**config.mk**
```make
export PLATFORM = sky130hd
export DESIGN_NAME = font5_io_front
export DESIGN_NICKNAME = d
export VERILOG_FILES = /design/src/logic/font5_io_pkg.sv /design/src/logic/idelay_tap_counter.sv /design/src/logic/drdy_iddr.sv /design/src/logic/drdy_align_monitor.sv /design/src/logic/adc_group.sv /design/src/logic/aux_out_select.sv /design/src/logic/font5_io_front.sv
export SDC_FILE = /design/constraint.sdc
export NUM_CORES = 1
export LEC_CHECK = 0
export ABC_AREA = 0
export BUFFER_PORTS_ARGS = -buffer_cell sky130_fd_sc_hd__buf_2
export CAP_MARGIN = 20
export CORE_MARGIN = 5
export CORE_UTILIZATION = 40
export DETAILED_ROUTE_END_ITERATION = 16
export REMOVE_ABC_BUFFERS = 1
export SLEW_MARGIN = 20
export SYNTH_ARGS = -nofsm -noshare
export SYNTH_HDL_FRONTEND = slang
export SYNTH_SLANG_ARGS = --single-unit
```
**constraint.sdc**
```tcl
create_clock -name clk357 -period 5.7 [get_ports clk357]
set_clock_uncertainty 0.05 [all_clocks]
set_input_delay 0.57 -clock clk357 [delete_from_list [all_inputs] [get_ports clk357]]
set_output_delay 0.57 -clock clk357 [all_outputs]
set_load 0.01 [all_outputs]
```
**src/logic/font5_io_pkg.sv**
```systemverilog
`default_nettype none

////////////////////
// Front end constants
////////////////////

package font5_io_pkg;

	// Board layout
	localparam int unsigned num_groups = 3; // ADC groups, three channels each

	// Variable delay lines
	localparam int unsigned tap_bits = 6; // 64 taps per line

	// Alignment monitor
	localparam int unsigned align_cnt_bits = 16;

	// Board-detect synchroniser depth
	localparam int unsigned sync_stages = 2;

	// Tap setting of one delay line
	typedef logic [tap_bits-1:0] tap_t;

	// Saturating disagreement count
	typedef logic [align_cnt_bits-1:0] align_cnt_t;

	localparam tap_t tap_max = tap_t'(63); // Last tap, next increment wraps to 0

endpackage

`default_nettype wire

```
**src/logic/idelay_tap_counter.sv**
```systemverilog
`timescale 1ns/1ps
`default_nettype none

// Shadow of one incrementing delay line tap setting
module idelay_tap_counter
	import font5_io_pkg::*;
(
	input  wire  clk357,
	input  wire  reset,
	input  wire  clear, // Delay calc strobe or delay trigger
	input  wire  ce,    // One tap step
	output tap_t tap
);

	////////////////////
	// Tap tracking
	////////////////////

	always_ff @(posedge clk357) begin
		if (reset) begin
			tap <= '0;
		end else if (clear) begin
			tap <= '0; // Line reset wins over a step
		end else if (ce) begin
			// Delay line rolls over past the last tap
			if (tap == tap_max) begin
				tap <= '0;
			end else begin
				tap <= tap + 1'b1;
			end
		end
	end

	////////////////////
	// Checks
	////////////////////

	// Either reset source lands the tap at zero a cycle later
	a_tap_cleared: assert property (
		@(posedge clk357) (clear || reset) |=> (tap == '0)
	) else $error("tap not zero after clear or reset");

endmodule

`default_nettype wire

```
**src/logic/drdy_iddr.sv**
```systemverilog
`timescale 1ns/1ps
`default_nettype none

// Double-edge sampler for one data-ready line, both halves on the rising edge
module drdy_iddr (
	input  wire  clk357,
	input  wire  reset,
	input  wire  ce,
	input  wire  drdy,    // Straight from the pad, no relation to clk357
	output logic iddr_q1, // Late half, rising edge sample
	output logic iddr_q2  // Early half, falling edge sample
);

	logic fall_q; // Falling edge capture
	logic fall_r; // Falling sample moved onto the rising edge
	logic rise_q; // Rising edge capture

	////////////////////
	// Capture stage
	////////////////////

	// Half cycle after the rising edge
	always_ff @(negedge clk357) begin
		if (reset) begin
			fall_q <= 1'b0;
		end else if (ce) begin
			fall_q <= drdy;
		end
	end

	// Rising edge takes the late half and realigns the early half
	always_ff @(posedge clk357) begin
		if (reset) begin
			rise_q <= 1'b0;
			fall_r <= 1'b0;
		end else if (ce) begin
			rise_q <= drdy;
			fall_r <= fall_q;
		end
	end

	////////////////////
	// Output pair
	////////////////////

	always_ff @(posedge clk357) begin
		if (reset) begin
			iddr_q1 <= 1'b0;
			iddr_q2 <= 1'b0;
		end else if (ce) begin
			iddr_q1 <= rise_q; // Same cycle as fall_r
			iddr_q2 <= fall_r;
		end
	end

	// With ce low the whole pipe is frozen, outputs included
	a_hold_on_ce_low: assert property (
		@(posedge clk357) disable iff (reset)
		(!ce && !reset) |=> ($stable(iddr_q1) && $stable(iddr_q2))
	) else $error("sampler outputs moved while ce was low");

endmodule

`default_nettype wire

```
**src/logic/drdy_align_monitor.sv**
```systemverilog
`timescale 1ns/1ps
`default_nettype none

// Counts cycles where the drdy edge fell between the two sampling edges
module drdy_align_monitor
	import font5_io_pkg::*;
(
	input  wire        clk357,
	input  wire        reset,
	input  wire        clear,   // Delay calc strobe of this group
	input  wire        iddr_q1, // Late half
	input  wire        iddr_q2, // Early half
	output align_cnt_t align_count
);

	logic mismatch;

	// Halves differ, so the transition sat inside this clock cycle
	assign mismatch = iddr_q1 ^ iddr_q2;

	////////////////////
	// Counter
	////////////////////

	always_ff @(posedge clk357) begin
		if (reset) begin
			align_count <= '0;
		end else if (clear) begin
			align_count <= '0; // New calibration pass
		end else if (mismatch && (align_count != '1)) begin
			align_count <= align_count + 1'b1; // Stick at full scale
		end
	end

	// Calibration reads the count as monotonic between clears
	a_no_decrease: assert property (
		@(posedge clk357) disable iff (reset)
		(!clear && !reset) |=> (align_count >= $past(align_count))
	) else $error("alignment count went down without a clear");

endmodule

`default_nettype wire

```
**src/logic/adc_group.sv**
```systemverilog
`timescale 1ns/1ps
`default_nettype none

// One ADC group: delay taps, drdy sampling, alignment count, gated clock
module adc_group
	import font5_io_pkg::*;
(
	input  wire        clk357,
	input  wire        reset,
	input  wire        run,             // Acquisition level
	input  wire        iddr_ce,
	input  wire        delay_calc_strb,
	input  wire        delay_trig,
	input  wire        clk_delay_ce,
	input  wire        drdy_delay_ce,
	input  wire        data_delay_ce,
	input  wire        drdy,            // Asynchronous data-ready line
	output logic       adc_clk,
	output tap_t       clk_tap,
	output tap_t       drdy_tap,
	output tap_t       data_tap,
	output logic       iddr_q1,
	output logic       iddr_q2,
	output align_cnt_t align_count
);

	logic delay_clr; // Common reset of the three delay lines
	logic run_n;     // run seen on the falling edge

	assign delay_clr = delay_calc_strb | delay_trig;

	////////////////////
	// Delay taps
	////////////////////

	idelay_tap_counter clk_tap_i ( // Outgoing ADC clock
		.clk357 (clk357),
		.reset  (reset),
		.clear  (delay_clr),
		.ce     (clk_delay_ce),
		.tap    (clk_tap)
	);

	idelay_tap_counter drdy_tap_i ( // Data-ready input
		.clk357 (clk357),
		.reset  (reset),
		.clear  (delay_clr),
		.ce     (drdy_delay_ce),
		.tap    (drdy_tap)
	);

	idelay_tap_counter data_tap_i ( // Data bus, one setting for all 13 bits
		.clk357 (clk357),
		.reset  (reset),
		.clear  (delay_clr),
		.ce     (data_delay_ce),
		.tap    (data_tap)
	);

	////////////////////
	// drdy sampling
	////////////////////

	drdy_iddr drdy_iddr_i (
		.clk357  (clk357),
		.reset   (reset),
		.ce      (iddr_ce),
		.drdy    (drdy),
		.iddr_q1 (iddr_q1),
		.iddr_q2 (iddr_q2)
	);

	drdy_align_monitor align_mon_i (
		.clk357      (clk357),
		.reset       (reset),
		.clear       (delay_calc_strb), // Only the calc strobe restarts the count
		.iddr_q1     (iddr_q1),
		.iddr_q2     (iddr_q2),
		.align_count (align_count)
	);

	////////////////////
	// ADC clock gate
	////////////////////

	// Gate only moves while clk357 is low, so no runt pulses
	always_ff @(negedge clk357) begin
		if (reset) begin
			run_n <= 1'b0;
		end else begin
			run_n <= run;
		end
	end

	assign adc_clk = clk357 & run_n; // First high phase on the next rising edge

endmodule

`default_nettype wire

```
**src/logic/aux_out_select.sv**
```systemverilog
`timescale 1ns/1ps
`default_nettype none

// Aux output routing for the two board variants
module aux_out_select
	import font5_io_pkg::*;
(
	input  wire  clk357,
	input  wire  reset,
	input  wire  font5_detect, // Pulled up on one variant, asynchronous
	input  wire  aux_out_a,
	input  wire  aux_out_b,
	output logic aux_out_a1,   // Non-inverting buffer pair
	output logic aux_out_b1,
	output logic aux_out_a2,   // Inverting buffer pair
	output logic aux_out_b2,
	output logic aux_oe1,
	output logic aux_oe2
);

	logic [sync_stages-1:0] detect_sync;
	logic                   detect_s;

	////////////////////
	// Detect synchroniser
	////////////////////

	always_ff @(posedge clk357) begin
		if (reset) begin
			detect_sync <= '0;
		end else begin
			detect_sync <= {detect_sync[sync_stages-2:0], font5_detect}; // Shift in at bit 0
		end
	end

	assign detect_s = detect_sync[sync_stages-1];

	////////////////////
	// Output pairs
	////////////////////

	always_ff @(posedge clk357) begin
		if (reset) begin
			aux_out_a1 <= 1'b0;
			aux_out_b1 <= 1'b0;
			aux_out_a2 <= 1'b0;
			aux_out_b2 <= 1'b0;
			aux_oe1    <= 1'b0;
			aux_oe2    <= 1'b0;
		end else begin
			// Idle pair parked low and undriven
			aux_out_a1 <= detect_s & aux_out_a;
			aux_out_b1 <= detect_s & aux_out_b;
			aux_out_a2 <= ~detect_s & ~aux_out_a; // Buffers invert again on the board
			aux_out_b2 <= ~detect_s & ~aux_out_b;
			aux_oe1    <= detect_s;
			aux_oe2    <= ~detect_s;
		end
	end

	// Both pairs driving at once would fight on the shared pads
	a_one_pair: assert property (
		@(posedge clk357) !(aux_oe1 && aux_oe2)
	) else $error("both aux output enables high");

endmodule

`default_nettype wire

```
**src/logic/font5_io_front.sv**
```systemverilog
`timescale 1ns/1ps
`default_nettype none

// I/O front end of the nine-channel board, clk357 domain only
module font5_io_front
	import font5_io_pkg::*;
(
	input  wire                   clk357,
	input  wire                   reset,

	// Control from the core
	input  wire                   run,
	input  wire                   iddr_ce,
	input  wire  [num_groups-1:0] delay_calc_strb,
	input  wire  [num_groups-1:0] delay_trig,
	input  wire  [num_groups-1:0] adc_clk_delay_ce,
	input  wire  [num_groups-1:0] adc_drdy_delay_ce,
	input  wire  [num_groups-1:0] adc_data_delay_ce,

	// Pads
	input  wire  [num_groups-1:0] drdy,         // One per group, first channel of each
	input  wire                   font5_detect,
	input  wire                   aux_out_a,
	input  wire                   aux_out_b,

	// Per group results
	output logic [num_groups-1:0] adc_clk,
	output tap_t                  clk_tap     [num_groups],
	output tap_t                  drdy_tap    [num_groups],
	output tap_t                  data_tap    [num_groups],
	output logic [num_groups-1:0] iddr_q1,
	output logic [num_groups-1:0] iddr_q2,
	output align_cnt_t            align_count [num_groups],

	// Aux pads, values plus enables
	output logic                  aux_out_a1,
	output logic                  aux_out_b1,
	output logic                  aux_out_a2,
	output logic                  aux_out_b2,
	output logic                  aux_oe1,
	output logic                  aux_oe2
);

	////////////////////
	// ADC groups
	////////////////////

	for (genvar g = 0; g < num_groups; g++) begin : g_group
		adc_group adc_group_i (
			.clk357          (clk357),
			.reset           (reset),
			.run             (run),                  // Shared by all groups
			.iddr_ce         (iddr_ce),
			.delay_calc_strb (delay_calc_strb[g]),
			.delay_trig      (delay_trig[g]),
			.clk_delay_ce    (adc_clk_delay_ce[g]),
			.drdy_delay_ce   (adc_drdy_delay_ce[g]),
			.data_delay_ce   (adc_data_delay_ce[g]),
			.drdy            (drdy[g]),
			.adc_clk         (adc_clk[g]),
			.clk_tap         (clk_tap[g]),
			.drdy_tap        (drdy_tap[g]),
			.data_tap        (data_tap[g]),
			.iddr_q1         (iddr_q1[g]),
			.iddr_q2         (iddr_q2[g]),
			.align_count     (align_count[g])
		);
	end

	////////////////////
	// Aux outputs
	////////////////////

	aux_out_select aux_sel_i (
		.clk357       (clk357),
		.reset        (reset),
		.font5_detect (font5_detect),
		.aux_out_a    (aux_out_a),
		.aux_out_b    (aux_out_b),
		.aux_out_a1   (aux_out_a1),
		.aux_out_b1   (aux_out_b1),
		.aux_out_a2   (aux_out_a2),
		.aux_out_b2   (aux_out_b2),
		.aux_oe1      (aux_oe1),
		.aux_oe2      (aux_oe2)
	);

endmodule

`default_nettype wire

```
Word level (Yosys, flattened, before mapping)
Cells that the tools add are included.

storage, ports and cells
  input bits = 25
  output and inout port bits = 117
  memories kept = 0
  register bits = 126
  word-level logic and storage cells = 91
  memory bits (writable) = 0
  bits in latches = 0
  ROM bits = 0

operators by class
  add/subtract/negate cells = 12
  reductions and logical operators = 9
  bitwise operators = 14
  multiply operators = 0
  equal/unequal tests = 12
  shift-type cells = 0
  order comparisons = 0
  multiplexer cells = 9
  div/mod/pow operators = 0

operators by type and width
  kind                   count
  $add 6x1->6 const B    9
  $eq 6x6->1 const B     9
  $mux 6                 9
  $add 16x1->16 const B  3
  $ne 16x16->1 const B   3
  $reduce_or 2->1        6
  $and 1x1->1            5
  $logic_and 1x1->1      3
  $not 1->1              3
  $or 1x1->1             3
  $xor 1x1->1            3

Depth between registers and ports, before layout
  word-level depth = 2
  gate-level depth with buffers = 6
  mapped depth without buffers = 5

By module
From an unflattened synthesis, not the netlist that was laid out.

second synthesis, totals
  cells, all modules = 682
  area total of the unflattened synthesis = 6105.9 sq um

modules (own cells, without submodules)
  module              cells each  times used  area each (sq um)
  idelay_tap_counter  34          9           292.8
  drdy_align_monitor  97          3           858.3
  drdy_iddr           18          3           182.7
  aux_out_select      16          1           220.2
  adc_group           5           3           42.5

==> results.yml <==
setup_path:
  crit_path_start: "g_group[1].adc_group_i.run_n"
  crit_path_max_fanout: 2
  cp.arrival_ns: 4.30
  cp-start-kind: "register"
  r2r_slack_ns: 2.15
  endpoint_kind: "output port"
  critPathSlowestCell: "dfxtp_1"
  reg2reg_depth: 2
  crit_type: "register to output port"
  slowest_delay_ns: 0.33
  crit_chain: "and2_1 > clkbuf_16 > clkbuf_16 > buf_2"
  r2r-end: "g_group[0].adc_group_i.drdy_iddr_i.fall_r"
  r2r_start: "g_group[0].adc_group_i.drdy_iddr_i.fall_q"
  crit_required_ns: 5.08
  crit_top_cell: "clkbuf_16"
global_route:
  grt_max_degree: 33
  grt_first_pass_wirelength_um: 23600
  first_global_vias: 5152
  overflow: 0
  grt_usage_pct: 17.5
  antenna_found_initial: 1
floorplan:
  start_util_pct: 40.7
  die_h_um: 129
  ios: 142
  rows: 43
  coreArea_um2: 13800
  die_area_um2: 16500
  die_w_um: 129
power:
  clkPwrFrac_pct: 60.6
  internal_power_mw: 1.95
  p_leak_nw: 3.03
  power.density_nw_per_um2: 333
  seqPwrFrac_pct: 36.7
  switching_share_pct: 20.5
  peakVddDrop_uv: 208
  comb_power_share_pct: 2.7
  p_switching_mw: 0.502
synth:
  postSynthCellCount: 639
  syn-cell-area_um2: 5620
  yosysWarnings: 0
  postSynth.asyncResetShare_pct: 0
  ys_types: 49
  synth_area_leader_cell: "dfxtp_1"
  synth-edff-count: 0
  synth_ff_type: "dfxtp_1"
  synth-seq-area-share_pct: 44.9
  synth_seq_cells: 126
  syn-mean-instance-area_um2: 8.80
  ys_top_cells_by_area: "dfxtp_1, nor2_1, xor2_1, nand4_1, mux2i_1"
  yosysTopAreaCellShare_pct: 44.9
placed_design:
  place.gp.congestion: 0.831
  hpwl_um: 10400
  pre_cts_ws_ns: 1.54
  numPortBuffers: 141
timing:
  finalSetupTns_ns: 0
  grt_setup_unrepaired: "false"
  setup_viol_count_final: 0
  hold_viol_final: 0
  worst_slack_ns: 0.779
  slew_violations: 0
  slew_headroom_pct: 35.5
  worstMarginPinSlew_ns: 0.959
drt:
  dr.pass1.iters: 5
  viasPerCell: 5.41
  detail-route-antenna-nets: 0
  wl_um: 14300
  wl_per_cell_um: 14.6
  vias: 5309
  drc: 0
  drtIter0Drc: 328
flow_run:
  maxCapViolations: 0
clock_tree:
  hold_buffers: 0
  insertion_delay_ns: 0.56
  cts_tree: "built"
  path_clk_slew_ns: 0.05
  cts_resized: 0
  cts_setup_buffers: 0
cells_and_area:
  fill_cells: 1271
  area_growth_pct: 30.6
  drive_above_1_share_pct: 24.5
  final_nets: 824
  diodes: 0
hold_path:
  hp-start: "aux_out_a"
  hp-class: "input pin to register"
  holdPathStages: 2
  holdPathEnd: "aux_sel_i.aux_out_a2"
outcome:
  status: "complete, no violations"
worst max path at each step:
stage                                           endpoint  slack [ns]
2_1_floorplan                                 adc_clk[0]        1.67
5_1_grt                                       adc_clk[1]        0.69
4_1_cts                                       adc_clk[1]        0.73
3_3_place_gp   g_group[1].adc_group_i.drdy_iddr_i.fall_q        1.56
6_report                                      adc_clk[1]        0.78
3_5_place_dp   g_group[2].adc_group_i.drdy_iddr_i.fall_q        1.54
layout by cell type (no fill, tap or decap), types with 14 or more instances in the layout:
cell	netlist	layout
buf_2	1	141
nor2_1	88	88
o21ai_0	27	27
or3_1	18	18
nor3_1	19	19
xnor2_1	14	14
clkbuf_16	0	27
xor2_1	30	30
a21oi_1	35	35
dfxtp_1	126	126
nand2_1	50	50
nand4_1	35	35
mux2i_1	19	19
nand3_1	17	17
worst max-delay path: cells and delay by family (launching register included):
kind          cells  cell delay (ns)
buf+inv           3             0.39
flops             1             0.33
simple gates      1             0.17
sequential cells by signal, summed over array words and instances, names as in the netlist, 2 cells and up:
name / count
aux_sel_i.detect_sync: 2
g_group.adc_group_i.drdy_iddr_i.fall_q: 3
g_group.adc_group_i.drdy_iddr_i.rise_q: 3
g_group.adc_group_i.data_tap_i.tap: 18
g_group.adc_group_i.align_mon_i.align_count: 48
g_group.adc_group_i.clk_tap_i.tap: 18
g_group.adc_group_i.drdy_tap_i.tap: 18
g_group.adc_group_i.drdy_iddr_i.fall_r: 3
g_group.adc_group_i.drdy_iddr_i.iddr_q2: 3
g_group.adc_group_i.drdy_iddr_i.iddr_q1: 3
metal layers:
layer / routed length (µm) / part of all wire (%) / global-route usage (%) / vias up
met5: 13 / 0.091 / 0 / -
met4: 340 / 2.4 / 8.52 / 2
met3: 1040 / 7.3 / 7.06 / 38
met2: 6770 / 47 / 28.3 / 175
met1: 6120 / 43 / 20.2 / 2472
li1: - / - / - / 2622
synthesized netlist by cell type (all sizes together) (14+ instances only):
library cell and instances:
nor2 88, a21oi 35, or3 18, nand4 35
mux2i 19, nand3 17, o21ai 28, xor2 30
dfxtp 126, nand2 50, xnor2 14, nor3 19
power by group through the flow:
stage | Sequential [mW] | Combinational (mW) | Clock, mW
after floorplan | 0.918 | 0.0314 | 0.0112
after global placement | 0.917 | 0.0652 | 0.0161
after detailed placement | 0.917 | 0.0665 | 0.0161
after CTS | 0.898 | 0.0667 | 1.52
after global routing | 0.899 | 0.0738 | 1.57
final | 0.898 | 0.0660 | 1.48
stage by stage:
stage          hold WS (ns)  cell area (µm²)  cells  util [%]  total power [mW]
3_3_place_gp          0.378             6420    935      46.5             0.998
5_1_grt               0.137             7340    981      53.1              2.55
3_5_place_dp          0.384             6420    935      46.5              1.00
4_1_cts               0.136             7340    981      53.1              2.49
2_1_floorplan         0.356             5490    614         -             0.960
6_report              0.163             7340    981      53.1              2.45
cells by family after synthesis:
kind of cell,count (synthesis),synth area share [%]
adder cells (fa/ha/maj),12,2.67
AO/OA/AOI/OAI,114,13.1
multiplexers,22,3.98
buffers and inverters,34,2.89
XOR/XNOR,44,6.85
AND/OR/NAND/NOR,287,25.6
flip-flops,126,44.9
cell type report:
type | count | area [µm²] | area share, %
clock buffer | 33 | 712 | 9.69
clock inverter | 17 | 226 | 3.08
inverter | 8 | 30.0 | 0.409
multi-input combinational | 479 | 2940 | 40.0
sequential | 126 | 2520 | 34.3
tap | 180 | 225 | 3.07
timing repair buffer | 138 | 691 | 9.40
No activity file was read; power rests on OpenSTA's default activity.
